## src/fft_params.svh

```systemverilog
`ifndef FFT_PARAMS_SVH
`define FFT_PARAMS_SVH

// Frame length, a power of two. 4, 8 and 16 are supported.
`define FFT_N 8

// Width of one signed fixed-point sample.
`define FFT_WIDTH 32

// Fraction bits of a sample.
`define FFT_FRAC 16

`endif

```

## src/fft_pkg.sv

```systemverilog
package fft_pkg;

  `include "fft_params.svh"

  localparam int FFT_LOG2N = $clog2(`FFT_N);  // Number of butterfly stages.
  localparam int FFT_ONE = 1 << `FFT_FRAC;    // Fixed-point code of 1.0.
  localparam real FFT_PI = 3.14159265358979323846;

  // One signed fixed-point value.
  typedef logic signed [`FFT_WIDTH-1:0] sample_t;

  // Full-width product of two samples.
  typedef logic signed [2*`FFT_WIDTH-1:0] prod_t;

  typedef struct packed {
    sample_t re;
    sample_t im;
  } cplx_t;

  typedef sample_t [`FFT_N-1:0] real_frame_t;
  typedef cplx_t [`FFT_N-1:0] cplx_frame_t;

  // Real part of W^k = exp(-j*2*pi*k/N).
  function automatic sample_t fft_twiddle_re(input int k);
    real ang;
    ang = -2.0 * FFT_PI * real'(k) / real'(`FFT_N);
    return sample_t'(int'($cos(ang) * real'(FFT_ONE)));
  endfunction

  // Imaginary part of W^k.
  function automatic sample_t fft_twiddle_im(input int k);
    real ang;
    ang = -2.0 * FFT_PI * real'(k) / real'(`FFT_N);
    return sample_t'(int'($sin(ang) * real'(FFT_ONE)));
  endfunction

  // Reverse the low log2(N) bits of k.
  function automatic int fft_bit_rev(input int k);
    int r;
    r = 0;
    for (int i = 0; i < FFT_LOG2N; i++) begin
      r = (r << 1) | ((k >> i) & 1);
    end
    return r;
  endfunction

endpackage

```

## src/fft_butterfly.sv

```systemverilog
`timescale 1ns/1ps

`include "fft_params.svh"

module fft_butterfly
  import fft_pkg::*;
#(
  parameter int TW_INDEX = 0
) (
  input  cplx_t a,
  input  cplx_t b,
  output cplx_t sum,
  output cplx_t diff
);

  // Twiddle codes, fixed at elaboration.
  localparam sample_t TW_RE = fft_twiddle_re(TW_INDEX);
  localparam sample_t TW_IM = fft_twiddle_im(TW_INDEX);

  cplx_t prod;  // b * W, back at FFT_FRAC fraction bits.

  generate
    if (TW_INDEX == 0) begin : g_unity
      // W = 1 exactly, no rounding error from the twiddle.
      assign prod = b;
    end else begin : g_mult
      prod_t rr;
      prod_t ii;
      prod_t ri;
      prod_t ir;
      prod_t acc_re;
      prod_t acc_im;

      assign rr = b.re * TW_RE;
      assign ii = b.im * TW_IM;
      assign ri = b.re * TW_IM;
      assign ir = b.im * TW_RE;

      // Complex multiply at full width.
      assign acc_re = rr - ii;
      assign acc_im = ri + ir;

      // Arithmetic shift floors toward negative infinity.
      assign prod.re = sample_t'(acc_re >>> `FFT_FRAC);
      assign prod.im = sample_t'(acc_im >>> `FFT_FRAC);
    end
  endgenerate

  // Sums wrap on overflow.
  assign sum.re  = a.re + prod.re;
  assign sum.im  = a.im + prod.im;
  assign diff.re = a.re - prod.re;
  assign diff.im = a.im - prod.im;

endmodule

```

## src/fft_stage.sv

```systemverilog
`timescale 1ns/1ps

`include "fft_params.svh"

module fft_stage
  import fft_pkg::*;
#(
  parameter int STAGE = 0
) (
  input  logic        clk,
  input  logic        rst_n,

  input  cplx_frame_t in_frame,
  input  logic        in_valid,
  output logic        in_ready,

  output cplx_frame_t out_frame,
  output logic        out_valid,
  input  logic        out_ready
);

  localparam int HALF  = 1 << STAGE;      // Distance between paired elements.
  localparam int GROUP = 2 * HALF;        // Elements per butterfly group.
  localparam int TW_STEP = `FFT_N / GROUP;

  cplx_frame_t bf_frame;  // Butterfly results, before the register.
  cplx_frame_t frame_q;
  logic        valid_q;
  logic        accept;

  generate
    for (genvar j = 0; j < `FFT_N / 2; j++) begin : g_bf
      localparam int POS   = j % HALF;
      localparam int IDX_A = (j / HALF) * GROUP + POS;
      localparam int IDX_B = IDX_A + HALF;

      fft_butterfly #(
        .TW_INDEX(POS * TW_STEP)
      ) u_bf (
        .a   (in_frame[IDX_A]),
        .b   (in_frame[IDX_B]),
        .sum (bf_frame[IDX_A]),
        .diff(bf_frame[IDX_B])
      );
    end
  endgenerate

  // Room when empty or when the held frame leaves this cycle.
  assign in_ready = !valid_q || out_ready;
  assign accept   = in_valid && in_ready;

  always_ff @(posedge clk) begin
    if (!rst_n) begin
      valid_q <= 1'b0;
    end else if (in_ready) begin
      valid_q <= in_valid;  // Drains when nothing new arrives.
    end
  end

  always_ff @(posedge clk) begin
    if (accept) begin
      frame_q <= bf_frame;
    end
  end

  assign out_frame = frame_q;
  assign out_valid = valid_q;

endmodule

```

## config.mk

```make
export PLATFORM = sky130hd
export DESIGN_NAME = fft_stage
export DESIGN_NICKNAME = d
export VERILOG_FILES = /design/src/fft_pkg.sv /design/src/fft_butterfly.sv /design/src/fft_stage.sv
export VERILOG_INCLUDE_DIRS = /design/src
export SDC_FILE = /design/constraint.sdc
export NUM_CORES = 1
export LEC_CHECK = 0
export BUFFER_PORTS_ARGS = -buffer_cell sky130_fd_sc_hd__buf_2
export CAP_MARGIN = 10
export CORE_AREA = 3 3 400 402
export CTS_CLUSTER_SIZE = 25
export DETAILED_ROUTE_END_ITERATION = 10
export DIE_AREA = 0 0 403 405
export PLACE_DENSITY = 0.53
export SYNTH_ARGS = -nofsm -noshare
export SYNTH_HDL_FRONTEND = slang
export SYNTH_SLANG_ARGS = --single-unit
```

## constraint.sdc

```tcl
create_clock -name clk -period 17.6 [get_ports clk]
set_input_delay 2.64 -clock clk [delete_from_list [all_inputs] [get_ports clk]]
set_output_delay 2.64 -clock clk [all_outputs]
set_load 0.005 [all_outputs]
```

==> run metrics <==
fin cells 7433; # rows 145; clock latency on the worst-skew pair 0.65 ns; # IOs 1030; routed length per instance 22.3 um; reg2reg path depth 5; sequential area share after synthesis 0.370; top cells by area, synth edfxtp_1 37%, ha_1 15%, xnor2_1 8.3%, a21oi_1 5.6%, inv_1 4.5%; # nets final 6317; vias in the first global route 35900; sequential fraction of design power 0.359; layout filler cell count 16500; Via density 4.82; CP Cell Sequence buf_2 -> inv_1 -> ha_1 -> nor3_1 -> o21ai_1 -> a31oi_1 -> o31ai_2 -> o211ai_1 -> a2111o_1 -> a311o_1 -> a221oi_2 -> o21bai_1 -> xor2_1; Worst Setup End Kind register; antenna violations before repair 74; Reg area 15200 sq um; first drt pass iteration count 8; worst hold slack 0.569 ns; final setup fails 0; first-pass GRT wire length 238000 um; Psw 1.50 mW; Post-Syn Nets 5392; Final Critical Period 5.78 ns; layout cell share with drive strength beyond 1 0.225; final critical-path share of the clock period 0.329; Crit path max-delay family compound AO/OA/AOI/OAI gates; Net Sw Frac 0.332; Die X-Extent 403 um; Worst slew margin 0.308; area of the multi-input gates 23100 sq um; Inst Count DP 7274; placed cell area 48000 sq um; Total Wirelength 166000 um; Post-synth ARST share 0; Resize count post-CTS 0; H-tree level count 3; Peak Freq 173 MHz; Mapped Cells 4364; Overflow after GRT 0; status completed; Worst-Margin Slew 1.04 ns; Worst Hold Class register to register; Synth Area per Inst 9.39 sq um; share of the synthesized area in the top cell type 0.369; GRT Util Overall 0.195; post-cts hold buffer count 0; number of port buffers 1029; CP max stage cell ha_1; Synth cell types 101; worst-path fanout max 7; Final ANT Viol Nets 0; DR vias 35900; synthesized cell area 41000 sq um; VDD IR max 61.8 uV; Die H 405 um; TritonCTS Buffers 71; static leakage 22.4 nW; CP bufs+invs 2; CTS Sinks 505; clock slew at reported path FFs 0.06 ns; internal power 3.02 mW; Final Slew Violations 0; Power, Total 4.52 mW; worst endpoint required time 17.98 ns; setup TNS 0 ns; commonest non-fill, non-tap cell in the layout buf_2; Stages on worst setup path 13; EDFF count, synth 504; unrepaired setup endpoints after global routing no; YS warnings 0; critical path class input pin to register; synthesized flop and latch total 505; Die ar. 163000 sq um; area grow syn2layout 23.2%; largest net degree at the start of global routing 137; Hold Path Depth 2; cell taking the most area after synthesis edfxtp_1; clock power share 0.337; # DRC 0; most frequent cells in the layout 1029 x buf_2, 504 x edfxtp_1, 496 x ha_1; CTS tree done; Logic pwr share 0.304; Final Hold Viols 0; Core Region 156000 sq um; Data arrival, critical path 6.16 ns; Initial Util 0.262; Power Dens Cells 89.5 nW/um^2; post-route cell area 50500 sq um; Max clock buf depth 3; Startpoint Class input pin; clk root buf clkbuf_16; RePlAce Congestion 0.956; Setup Fix Bufs, Post-CTS 0; Max-cap violations 0; crit-path max cell delay 0.57 ns; 1st-iter DRT viols 2263; Clock Skews 0.0396 ns; Synth Flop Type edfxtp_1; DP Wirelength 139000 um
==> area by class of cell <==
| cell class | instances | share of cell area |
|---|---|---|
| timing repair buffer | 1037 | 0.104 |
| antenna | 33 | 0.00164 |
| clock inverter | 43 | 0.0104 |
| clock buffer | 83 | 0.0374 |
| multi-input combinational | 3175 | 0.459 |
| tap | 2058 | 0.0510 |
| inverter | 499 | 0.0371 |
| sequential | 505 | 0.300 |
==> sequential cells by signal, indices dropped and copies added, names as in the netlist <==
name       count
out_frame    504
out_valid      1
==> logic make-up after synthesis <==
logic type / synth area share
AOI/OAI and AO/OA: 0.195
and+or+nand+nor: 0.110
buffers and inverters: 0.0654
adders and majority gates: 0.159
DFF: 0.370
xor gates and xnor gates: 0.100
muxes: 0.000244
==> layer usage <==
layer	wire length, um	part of all wire	GRT usage
met5	347	0.0021	0
met4	4680	0.028	0.0575
met3	14700	0.089	0.0635
met1	67100	0.40	0.231
met2	79300	0.48	0.335
==> power groups by stage <==
stage,registers [mW],logic [mW],clock network (mW)
floorplan,1.68,0.787,0
global placement,1.64,1.38,0
detailed placement,1.65,1.38,0
CTS,1.62,1.39,1.58
global route,1.63,1.51,1.62
finish,1.62,1.37,1.52
==> worst reg2reg max path, stage by stage (launching register included) <==
cell and delay (ns):
dfxtp_1 0.31, nand2b_1 0.10, and2_4 0.68, buf_4 0.68
buf_4 0.61, buf_4 0.74
==> per-stage QoR <==
step / worst slack [ns] / util
global route: 11.57 / 0.322
floorplan: 2.48 / -
global placement: 11.10 / 0.307
finish: 11.82 / 0.323
CTS: 11.82 / 0.322
detailed placement: 11.09 / 0.307
==> Yosys cell counts, types with 27 or more instances <==
library cell    n
nor3_1         85
xnor2_1       387
edfxtp_1      504
o21a_1         29
inv_1         492
nand4_1        27
o21ai_0       164
o21bai_1      145
xor2_1         83
o31ai_1        30
nand2b_1       56
nor2b_1        57
a21o_1         94
a31oi_1        41
nand2_1       175
buf_2          36
nor2_1        413
clkbuf_1      124
nand3_1        45
ha_1          496
a21oi_1       456
==> worst paths after layout <==
kind / from / endpoint / slack, ns
worst max register to register: out_valid$_SDFFE_PN0N_ / out_frame[365]$_DFFE_PP_ / 14.06
worst max-delay path: in_frame[324] / out_frame[287]$_DFFE_PP_ / 11.82
worst min-delay path: out_valid$_SDFFE_PN0N_ / out_valid$_SDFFE_PN0N_ / 0.57
worst min register to register: out_valid$_SDFFE_PN0N_ / out_valid$_SDFFE_PN0N_ / 0.57
No activity file was read; power rests on OpenSTA's default activity.
